==> config.mk <==
export PLATFORM = sky130hd
export DESIGN_NAME = rv_register_file
export DESIGN_NICKNAME = d
export VERILOG_FILES = /design/src/design/rv_core_pkg.sv /design/src/design/rv_register_file.sv
export VERILOG_INCLUDE_DIRS = /design/src /design/src/design
export SDC_FILE = /design/constraint.sdc
export NUM_CORES = 2
export LEC_CHECK = 0
export ABC_AREA = 1
export BUFFER_PORTS_ARGS = -buffer_cell sky130_fd_sc_hd__buf_4
export CAP_MARGIN = 20
export CORE_ASPECT_RATIO = 0.5
export CORE_MARGIN = 1
export CORE_UTILIZATION = 40
export DETAILED_ROUTE_END_ITERATION = 12
export PLACE_DENSITY = 0.59
export SLEW_MARGIN = 0
export SYNTH_ARGS = -nofsm -noshare
export SYNTH_HDL_FRONTEND = slang
export SYNTH_SLANG_ARGS = --single-unit
==> constraint.sdc <==
create_clock -name clk -period 2.1 [get_ports clk]
set_input_delay 0.315 -clock clk [delete_from_list [all_inputs] [get_ports clk]]
set_output_delay 0.315 -clock clk [all_outputs]
set_load 0.1 [all_outputs]
==> src/design/rv_core_config.svh <==
`ifndef RV_CORE_CONFIG_SVH
`define RV_CORE_CONFIG_SVH

// Data path width
`define RV_XLEN 32

// Architectural registers, x0 included
`define RV_REG_COUNT 32

// Data memory depth in words
`define RV_DMEM_WORDS 256

// Word index width, log2 of the depth
`define RV_DMEM_ADDR_BITS 8

`endif

==> src/design/rv_core_pkg.sv <==
`default_nettype none

`include "rv_core_config.svh"

package rv_core_pkg;

    typedef logic [`RV_XLEN-1:0] word_t;
    typedef logic [$clog2(`RV_REG_COUNT)-1:0] reg_addr_t;

    // Major opcodes handled by this core
    typedef enum logic [6:0] {
        OPC_OP     = 7'b0110011,
        OPC_OP_IMM = 7'b0010011,
        OPC_LUI    = 7'b0110111,
        OPC_LOAD   = 7'b0000011,
        OPC_STORE  = 7'b0100011
    } opcode_e;

    typedef enum logic [3:0] {
        ALU_ADD,
        ALU_SUB,
        ALU_SLL,
        ALU_SLT,
        ALU_SLTU,
        ALU_XOR,
        ALU_SRL,
        ALU_SRA,
        ALU_OR,
        ALU_AND
    } alu_op_e;

    // Zero feeds operand A for LUI
    typedef enum logic {
        SRC_A_RS1,
        SRC_A_ZERO
    } src_a_sel_e;

    typedef enum logic {
        SRC_B_RS2,
        SRC_B_IMM
    } src_b_sel_e;

    // mem_size is funct3, bit 2 set means unsigned load
    typedef struct packed {
        logic       reg_write;
        logic       mem_read;
        logic       mem_write;
        src_a_sel_e src_a_sel;
        src_b_sel_e src_b_sel;
        alu_op_e    alu_op;
        logic [2:0] mem_size;
    } ctrl_t;

    typedef struct packed {
        logic      valid;
        ctrl_t     ctrl;
        reg_addr_t rs1;
        reg_addr_t rs2;
        reg_addr_t rd;
        word_t     rs1_data;
        word_t     rs2_data;
        word_t     imm;
    } id_ex_t;

    typedef struct packed {
        logic       valid;
        logic       reg_write;
        logic       mem_read;
        logic       mem_write;
        logic [2:0] mem_size;
        reg_addr_t  rd;
        word_t      alu_result;
        word_t      store_data;
    } ex_mem_t;

    // Valid only for a real write to a nonzero register
    typedef struct packed {
        logic      valid;
        reg_addr_t rd;
        word_t     data;
    } wb_t;

endpackage

`default_nettype wire

==> src/design/rv_register_file.sv <==
`timescale 1ns/1ps
`default_nettype none

`include "rv_core_config.svh"

module rv_register_file (
    input  logic                  clk,
    input  logic                  rst_n,
    input  rv_core_pkg::reg_addr_t rs1_addr,
    input  rv_core_pkg::reg_addr_t rs2_addr,
    input  rv_core_pkg::wb_t       wr,
    output rv_core_pkg::word_t     rs1_data,
    output rv_core_pkg::word_t     rs2_data
);
    import rv_core_pkg::*;

    word_t regs [`RV_REG_COUNT];

    always_ff @(posedge clk) begin
        if (!rst_n) begin
            regs <= '{default: '0};
        end else if (wr.valid) begin
            regs[wr.rd] <= wr.data;
        end
    end

    // Write-through so a reader three behind sees the new value
    always_comb begin
        if (rs1_addr == '0) begin
            rs1_data = '0;
        end else if (wr.valid && wr.rd == rs1_addr) begin
            rs1_data = wr.data;
        end else begin
            rs1_data = regs[rs1_addr];
        end

        if (rs2_addr == '0) begin
            rs2_data = '0;
        end else if (wr.valid && wr.rd == rs2_addr) begin
            rs2_data = wr.data;
        end else begin
            rs2_data = regs[rs2_addr];
        end
    end

endmodule

`default_nettype wire

==> reports/metrics.yaml <==
timing.rr.start: "regs[955]"
timing_hold_violations_final: 0
clockRootBuffer: "clkbuf_16"
die_h_um: 269.3
initial_core_util_pct: 40.55
crit_buf_inv: 2
synth_area_sq_um: 57140
fin_ws_ns: -0.4282
grt_pass1_wl_um: 374600
crit_required_ns: 1.78
power.density_nw_per_um2: 695.5
cts_buffers: 102
area_growth_pct: 28.18
clock.fmax_ghz: 0.3955
hold_start: "wr[3]"
ys_types: 30
ys_ff_latch: 1024
critPathLaunchType: "flip-flop"
maxCapViolations: 0
cp_slowest_stage_delay_ns: 0.33
syn_nets: 9207
grt_usage_pct: 33.93
h-tree-depth: 3
worst_ep_arrival_time_ns: 2.21
irDropWorstVdd_mv: 0.7769
postSynthCellCount: 9157
dr.first_iter.drc_count: 8678
num_vias: 64320
core_area_sq_um: 140900
io_buffers: 113
largest_register_ff_count: 1024
worstSetupPathType: "reg2out"
synth_top_area_cell: "dfxtp_1"
end_kind: "primary output"
min_path_type: "in2reg"
std_cell_rows: 97
io_pins: 114
top_register: "regs"
clkTransAtPathRegs_ns: 0.07
status: "complete, but fails checks"
slowest_stage: "dfxtp_2"
relSlewSlack_pct: 64.91
grt_max_degree: 112
tightest_slew_ns: 0.5263
seq_area_frac_synth_pct: 35.88
first_pass_iters: 8
synth_top_area_share_pct: 35.88
avgSynthCellArea_sq_um: 6.240
rsz0062_at_grt: "true"
period_minus_slack_ns: 2.528
overflow: 0
setup_viol: 64
n_antenna_cell: 0
tritoncts: "built"
synth.top_cells.by_area: "dfxtp_1 (36%), nand3_1 (12%), nand2_1 (12%)"
clockBufferDepth: 3
antenna_found_initial: 7
crit_fanout: 3
wirelength_um: 255400
startpoint: "regs[163]"
nets: 9248
clk_latency_ns: 0.74
drv_slew: 0
die_w_um: 536.5
dieArea_sq_um: 144500
ys_warn_count: 0
violations: "negative setup slack"
cp_common_cell: "nand2_2"
post-route-util_pct: 51.98
drc: 0
fin_hold_ws_ns: 0.1501
path_cells: "o211ai_1 > nand3_1 > nand2_2 > nand2_2 > nand2_2 > nand2_2 > nor2_4 > buf_6 > nor2_4 > buf_12"
ant_nets: 0
grt_pass1_vias: 56750
hpwl_um: 159500
wl_per_cell_um: 22.88
clkSinkCount: 1024
fin_crit_sh_pct: 120.4
reg.largest.list: "regs x1024"
skew_ns: 0
p_leak_nw: 31.44
drive_above_1_share_pct: 26.24
cpLargestDelayFamily: "simple AND/OR/NAND/NOR gates"
gp_congestion: 0.9309
post_drt_via_cell_ratio: 5.762
## cells by family after synthesis
family / after synthesis / synth area share (%)
AO/OA/AOI/OAI: 2377 / 21.74
XOR/XNOR: 2 / 0.03066
AND/OR/NAND/NOR: 3973 / 29.69
buffers and inverters: 1781 / 12.67
flip-flops: 1024 / 35.88
## worst register-to-register path, delay by kind of cell (launching register included)
family / cells / cell delay [ns]
compound gates: 1 / 0.14
buf+inv: 2 / 0.23
simple gates: 1 / 0.05
flops: 1 / 0.33
## cell usage in the layout, fill, tap and decap left out, drive strengths merged
| cell | instances |
|---|---|
| clkinvlp | 19 |
| dfxtp | 1024 |
| xor2 | 2 |
| o211ai | 208 |
| clkinv | 37 |
| a21oi | 972 |
| nor2 | 671 |
| clkbuf | 147 |
| or2 | 50 |
| buf | 781 |
| nand2 | 1826 |
| o21ai | 1192 |
| o22ai | 5 |
| bufinv | 13 |
| inv | 908 |
| nand3 | 1415 |
| nor3 | 9 |
| nand4 | 2 |
| dlygate4sd3 | 2 |
## synth_stat cells, drive strengths merged
library cell  instances
nand3              1415
clkinv                3
a21oi               972
buf                 382
o211ai              208
o21ai              1192
nand2              1826
clkbuf              468
nand4                 2
or2                  50
inv                 928
xor2                  2
nor2                671
o22ai                 5
dfxtp              1024
nor3                  9
## area by class of cell
cell class,instances,area [sq um]
repair buffers,787,9226
clock inverters,46,621.8
well taps,1881,2354
flip-flops and latches,1024,20920
multi-input cells,6352,33530
inverters,931,3613
fillers,13750,67670
clock buffers,143,2968
## stage by stage
step / setup TNS [ns] / std cells / setup WS [ns] / power [mW] / cell area (sq um)
6_report: -18.90 / 11160 / -0.4282 / 50.94 / 73240
5_1_grt: -23.66 / 11160 / -0.5121 / 52.43 / 73240
3_3_place_gp: -20.87 / 10930 / -0.5830 / 29.43 / 64480
3_5_place_dp: -21.77 / 10930 / -0.5916 / 29.48 / 64480
2_1_floorplan: -1.192 / 9157 / -0.03707 / 26.22 / 58460
4_1_cts: -19.18 / 11150 / -0.4396 / 50.38 / 71260
## final timing paths
path	end	slack (ns)	cells past startpoint
hold / removal	regs[419]	0.15	4
setup / recovery	rs1_data[3]	-0.43	10
setup reg to reg	regs[955]	1.24	4
hold reg to reg	regs[503]	0.45	2
## power by group
part / total, mW / leakage, nW / switching, mW / internal (mW)
Clock: 20.2 / 1.76 / 8.72 / 11.5
Sequential: 19.8 / 8.44 / 0.104 / 19.7
Combinational: 10.9 / 21.2 / 7.18 / 3.76
Total: 50.9 / 31.4 / 16.0 / 34.9
## timing repair
item / CTS / global route
gates cloned: 0 / 4
resized for setup: 941 / 694
pin swaps: 387 / 380
endpoints found under the hold margin: 28 / 0
setup endpoints to repair: 64 / 64
buffers inserted: 24 / 14
hold buffers: 2 / 0
## layer usage
metal	track usage (%)	share of wire (%)	up-vias
met2	50.42	42	3540
li1	-	-	30110
met3	5.940	11	618
met1	48.68	43	30050
met4	12.47	4.0	0
met5	0	0	-
No activity file was read; power rests on OpenSTA's default activity.
