File: src/design/rv_core_config.svh
`ifndef RV_CORE_CONFIG_SVH
`define RV_CORE_CONFIG_SVH

// Data path width
`define RV_XLEN 32

// Architectural registers, x0 included
`define RV_REG_COUNT 32

// Data memory depth in words
`define RV_DMEM_WORDS 256

// Word index width, log2 of the depth
`define RV_DMEM_ADDR_BITS 8

`endif

File: src/design/rv_core_pkg.sv
`default_nettype none

`include "rv_core_config.svh"

package rv_core_pkg;

    typedef logic [`RV_XLEN-1:0] word_t;
    typedef logic [$clog2(`RV_REG_COUNT)-1:0] reg_addr_t;

    // Major opcodes handled by this core
    typedef enum logic [6:0] {
        OPC_OP     = 7'b0110011,
        OPC_OP_IMM = 7'b0010011,
        OPC_LUI    = 7'b0110111,
        OPC_LOAD   = 7'b0000011,
        OPC_STORE  = 7'b0100011
    } opcode_e;

    typedef enum logic [3:0] {
        ALU_ADD,
        ALU_SUB,
        ALU_SLL,
        ALU_SLT,
        ALU_SLTU,
        ALU_XOR,
        ALU_SRL,
        ALU_SRA,
        ALU_OR,
        ALU_AND
    } alu_op_e;

    // Zero feeds operand A for LUI
    typedef enum logic {
        SRC_A_RS1,
        SRC_A_ZERO
    } src_a_sel_e;

    typedef enum logic {
        SRC_B_RS2,
        SRC_B_IMM
    } src_b_sel_e;

    // mem_size is funct3, bit 2 set means unsigned load
    typedef struct packed {
        logic       reg_write;
        logic       mem_read;
        logic       mem_write;
        src_a_sel_e src_a_sel;
        src_b_sel_e src_b_sel;
        alu_op_e    alu_op;
        logic [2:0] mem_size;
    } ctrl_t;

    typedef struct packed {
        logic      valid;
        ctrl_t     ctrl;
        reg_addr_t rs1;
        reg_addr_t rs2;
        reg_addr_t rd;
        word_t     rs1_data;
        word_t     rs2_data;
        word_t     imm;
    } id_ex_t;

    typedef struct packed {
        logic       valid;
        logic       reg_write;
        logic       mem_read;
        logic       mem_write;
        logic [2:0] mem_size;
        reg_addr_t  rd;
        word_t      alu_result;
        word_t      store_data;
    } ex_mem_t;

    // Valid only for a real write to a nonzero register
    typedef struct packed {
        logic      valid;
        reg_addr_t rd;
        word_t     data;
    } wb_t;

endpackage

`default_nettype wire

File: src/design/rv_decode_stage.sv
`timescale 1ns/1ps
`default_nettype none

module rv_decode_stage (
    input  logic                   clk,
    input  logic                   rst_n,
    input  logic                   instr_valid,
    input  rv_core_pkg::word_t     instr,
    output rv_core_pkg::reg_addr_t rs1_addr,
    output rv_core_pkg::reg_addr_t rs2_addr,
    input  rv_core_pkg::word_t     rs1_data,
    input  rv_core_pkg::word_t     rs2_data,
    output rv_core_pkg::id_ex_t    id_ex
);
    import rv_core_pkg::*;

    opcode_e    opcode;
    logic [2:0] funct3;
    reg_addr_t  rd;
    word_t      i_imm;
    word_t      s_imm;
    word_t      u_imm;
    alu_op_e    alu_func;
    ctrl_t      ctrl;
    word_t      imm;
    logic       supported;
    id_ex_t     id_ex_d;

    assign opcode   = opcode_e'(instr[6:0]);
    assign rd       = instr[11:7];
    assign funct3   = instr[14:12];
    assign rs1_addr = instr[19:15];
    assign rs2_addr = instr[24:20];

    assign i_imm = {{20{instr[31]}}, instr[31:20]};
    assign s_imm = {{20{instr[31]}}, instr[31:25], instr[11:7]};
    assign u_imm = {instr[31:12], 12'b0};

    // Funct7 bit 5 and the SRAI immediate bit 10 are both instr[30]
    always_comb begin
        case (funct3)
            3'b000:  alu_func = (opcode == OPC_OP && instr[30]) ? ALU_SUB : ALU_ADD;
            3'b001:  alu_func = ALU_SLL;
            3'b010:  alu_func = ALU_SLT;
            3'b011:  alu_func = ALU_SLTU;
            3'b100:  alu_func = ALU_XOR;
            3'b101:  alu_func = instr[30] ? ALU_SRA : ALU_SRL;
            3'b110:  alu_func = ALU_OR;
            default: alu_func = ALU_AND;
        endcase
    end

    always_comb begin
        ctrl           = '0;
        ctrl.mem_size  = funct3;
        ctrl.alu_op    = ALU_ADD;
        ctrl.src_a_sel = SRC_A_RS1;
        ctrl.src_b_sel = SRC_B_IMM;
        imm            = i_imm;
        supported      = 1'b1;

        case (opcode)
            OPC_OP: begin
                ctrl.reg_write = 1'b1;
                ctrl.src_b_sel = SRC_B_RS2;
                ctrl.alu_op    = alu_func;
            end
            OPC_OP_IMM: begin
                ctrl.reg_write = 1'b1;
                ctrl.alu_op    = alu_func;
            end
            OPC_LUI: begin
                ctrl.reg_write = 1'b1;
                ctrl.src_a_sel = SRC_A_ZERO;
                imm            = u_imm;
            end
            OPC_LOAD: begin
                ctrl.reg_write = 1'b1;
                ctrl.mem_read  = 1'b1;
            end
            OPC_STORE: begin
                ctrl.mem_write = 1'b1;
                imm            = s_imm;
            end
            default: begin
                supported = 1'b0;
            end
        endcase

        // Results aimed at x0 are dropped here
        if (rd == '0) begin
            ctrl.reg_write = 1'b0;
        end
    end

    always_comb begin
        id_ex_d.valid    = instr_valid && supported;
        id_ex_d.ctrl     = ctrl;
        id_ex_d.rs1      = rs1_addr;
        id_ex_d.rs2      = rs2_addr;
        id_ex_d.rd       = rd;
        id_ex_d.rs1_data = rs1_data;
        id_ex_d.rs2_data = rs2_data;
        id_ex_d.imm      = imm;
    end

    always_ff @(posedge clk) begin
        if (!rst_n) begin
            id_ex <= '0;
        end else begin
            id_ex <= id_ex_d;
        end
    end

endmodule

`default_nettype wire

File: config.mk
export PLATFORM = sky130hd
export DESIGN_NAME = rv_decode_stage
export DESIGN_NICKNAME = d
export VERILOG_FILES = /design/src/design/rv_core_pkg.sv /design/src/design/rv_decode_stage.sv
export VERILOG_INCLUDE_DIRS = /design/src /design/src/design
export SDC_FILE = /design/constraint.sdc
export NUM_CORES = 1
export LEC_CHECK = 0
export CAP_MARGIN = 25
export CORE_UTILIZATION = 30
export CTS_BUF_LIST = sky130_fd_sc_hd__clkbuf_4 sky130_fd_sc_hd__clkbuf_8
export DETAILED_ROUTE_END_ITERATION = 8
export DONT_BUFFER_PORTS = 1
export GPL_ROUTABILITY_DRIVEN = 0
export PLACE_DENSITY = 0.48
export SLEW_MARGIN = 20
export SYNTH_ARGS = -nofsm -noshare
export SYNTH_HDL_FRONTEND = slang
export SYNTH_SLANG_ARGS = --single-unit
File: constraint.sdc
create_clock -name clk -period 2.5 [get_ports clk]
set_clock_uncertainty 0.15 [all_clocks]
set_input_delay 0.375 -clock clk [delete_from_list [all_inputs] [get_ports clk]]
set_output_delay 0.375 -clock clk [all_outputs]
set_load 0.03 [all_outputs]
==> flow_summary_export.csv <==
group,metric,value,unit
status,status,"finished clean",
logic_synthesis,netlist_area,3680,µm²
logic_synthesis,synth_top_area_share,0.675,
critical_path,crit_fanout,8,
logic_synthesis,synth_top_family_by_area,"simple AND/OR/NAND/NOR gates",
sta,worstMarginPinSlew,668,ps
floorplan,die_w,113,µm
power,powerDensity,866,nW/µm²
critical_path,cp_slowest_stage_delay,540,ps
power,p_leak,2.22,nW
cts,cts.path.max_buffers,2,
global_route,grt_max_degree,86,
floorplan,coreArea,12000,µm²
route,drc_errors,0,
power,p_sw_frac,0.248,
logic_synthesis,synth_warnings,0,
route,first_iter_violations,83,
job,cap_violations,0,
layout,diodes,0,
layout,largest_register,"id_ex",
logic_synthesis,synth_most_common_cell,"dfxtp_1",
placement,dp_hpwl,5.45,mm
sta,hold_viol,0,
layout,largest_reg_flops,124,
power,p_sw,0.00109,W
route,vias,2410,
global_route,antenna_found_initial,0,
logic_synthesis,ys_ff_latch,124,
global_route,grt_pass1_vias,2510,
sta,drv_slew,0,
global_route,track_usage,0.143,
layout,final_nets,494,
min_path,hold_path_class,"input port to flip-flop",
power,ir_worst_vdd,0.000283,V
logic_synthesis,synth_compound_area_frac,0.0728,
logic_synthesis,yosys.area_share.adder,0,
route,route.detailed.vias_per_inst,4.34,
layout,fillers,1120,
route,first_pass_iters,4,
critical_path,startpoint_type,"input port",
layout,syn2layout_area_growth,38.1,%
critical_path,critical_path_arrival,1970,ps
floorplan,die_y,113,µm
power,finalPower,0.00440,W
critical_path,crit_path_end_kind,"flip-flop",
floorplan,die_area,12700,µm²
route,ant_nets,0,
sta,max_freq,567,MHz
layout,largestRegisters,"id_ex (124)",
critical_path,worstPathCellList,"and4bb_1 > and4_1 > o2bb2ai_1 > dlygate4sd3_1",
logic_synthesis,yosys.area_share.simple,0.182,
power,pwr-share-clk,0.417,
sta,fin_crit,1760,ps
global_route,grt_pass1_wl,13.4,mm
logic_synthesis,synth_top_area_cell,"dfxtp_1",
logic_synthesis,netlist_instances,308,
floorplan,row_count,40,
critical_path,criticalPathCategory,"input port to flip-flop",
logic_synthesis,seq_area_frac_synth,0.675,
sta,slew-limit-headroom,0.553,
floorplan,start_util,0.308,
floorplan,io_pins,233,
logic_synthesis,synthMuxAreaShare,0.00578,
logic_synthesis,synth.distinct_cells,30,
sta,tns,0,ps
sta,rsz0062_at_grt,"false",
cts,clkSinkCount,124,
logic_synthesis,synthFlopType,"dfxtp_1",
global_route,overflow,0,
cts,clockRootBuffer,"clkbuf_8",
critical_path,critPathRequiredTime,2710,ps
sta,setup_viol,0,
logic_synthesis,synth_area_per_cell,11.9,µm²
logic_synthesis,synth_edf_count,0,
critical_path,slowest_stage,"dlygate4sd3_1",
placement,io_buffer_count,0,
sta,finalCritPeriodShare,0.706,
power,pwr-share-seq,0.528,
cts,tritoncts,"yes",
cts,path_clk_slew,70,ps
power,p_int,0.00331,W
route,drt-total-wl,9.07,mm
logic_synthesis,async_reset_ff_frac,0,
cts,h-tree-depth,4,
cts,cts_buffers,17,
logic_synthesis,synth_area_leaders,"dfxtp_1, and2_1, a21o_1",
logic_synthesis,synth-xor-area-share,0.00238,
power,p_comb_frac,0.055,
layout,final_layout_size_suffix_gt1_frac,0.0907,
logic_synthesis,synthTopCellsByCount,"dfxtp_1, and2_1, a21o_1",
route,route.detailed.wl_per_inst,16.3,µm
logic_synthesis,syn_nets,407,
## layout by cell type, fill, tap and decap left out, types with 2 or more instances in the layout
| cell type | synthesis | routed |
|---|---|---|
| a21o_1 | 19 | 19 |
| and2_1 | 83 | 83 |
| and3_1 | 2 | 2 |
| bufinv_16 | 0 | 3 |
| clkbuf_8 | 0 | 20 |
| clkinv_2 | 0 | 4 |
| clkinvlp_4 | 0 | 3 |
| dfxtp_1 | 124 | 124 |
| dlygate4sd3_1 | 0 | 96 |
| inv_1 | 9 | 9 |
| nand2_1 | 10 | 10 |
| nor2_1 | 8 | 8 |
| nor3_1 | 2 | 2 |
| o2bb2ai_1 | 5 | 5 |
## power by group through the flow
| stage | registers (W) | clock network, W | logic (W) |
|---|---|---|---|
| 3_3_place_gp | 0.00237 | 0 | 0.0000928 |
| 5_1_grt | 0.00233 | 0.00199 | 0.000269 |
| 4_1_cts | 0.00233 | 0.00189 | 0.000245 |
| 3_5_place_dp | 0.00237 | 0 | 0.0000982 |
| 6_report | 0.00232 | 0.00183 | 0.000242 |
| 2_1_floorplan | 0.00235 | 0 | 0.000138 |
## through the flow
stage	instances	hold slack, ps	setup slack, ps	cell area, µm²	util
2_1_floorplan	308	335	1060	3680	-
3_3_place_gp	426	317	779	3670	0.307
3_5_place_dp	426	312	705	3670	0.307
4_1_cts	555	22.7	767	5080	0.425
5_1_grt	555	39.4	682	5080	0.425
6_report	555	48.3	736	5080	0.425
## final cells by class
type,count,area [µm²],area share
Clock buffer,21,283,0.0557
Timing Repair Buffer,97,988,0.195
Clock inverter,11,141,0.0278
Tap cell,147,184,0.0362
Sequential cell,124,2480,0.489
Inverter,9,33.8,0.00665
Multi-Input combinational cell,146,968,0.191
## worst max-delay path, delay by kind of cell
kind            cells  cell delay, ps
compound gates      1             150
buf+inv             1             540
simple gates        2             900
## what timing repair did
action / in CTS / in global routing
hold buffers: 97 / 0
hold endpoints to repair: 121 / 0
resized for setup: 0 / 0
setup buffers: 0 / 0
## cell families (layout without fill, tap and decap cells)
kind of cell / Yosys count / after routing
buffers and inverters: 38 / 138
AND/OR/NAND/NOR: 112 / 112
AO/OA/AOI/OAI: 31 / 31
XOR/XNOR: 1 / 1
flip-flops: 124 / 124
multiplexers: 2 / 2
## path summary, 6_finish.rpt
| path | start | endpoint | slack, ps | cells past startpoint |
|---|---|---|---|---|
| min | instr[14] | id_ex[115]$_SDFF_PN0_ | 50 | 3 |
| max | instr[3] | id_ex[0]$_SDFF_PN0_ | 740 | 4 |
## routing by layer
layer  global-route usage  vias up  share of wire
met5                    0        -              0
met4               0.0800        0          0.028
met3               0.0750       17           0.11
met2                0.240      148           0.48
met1                0.142     1104           0.38
li1                     -     1141              -
No activity file was read; power rests on OpenSTA's default activity.
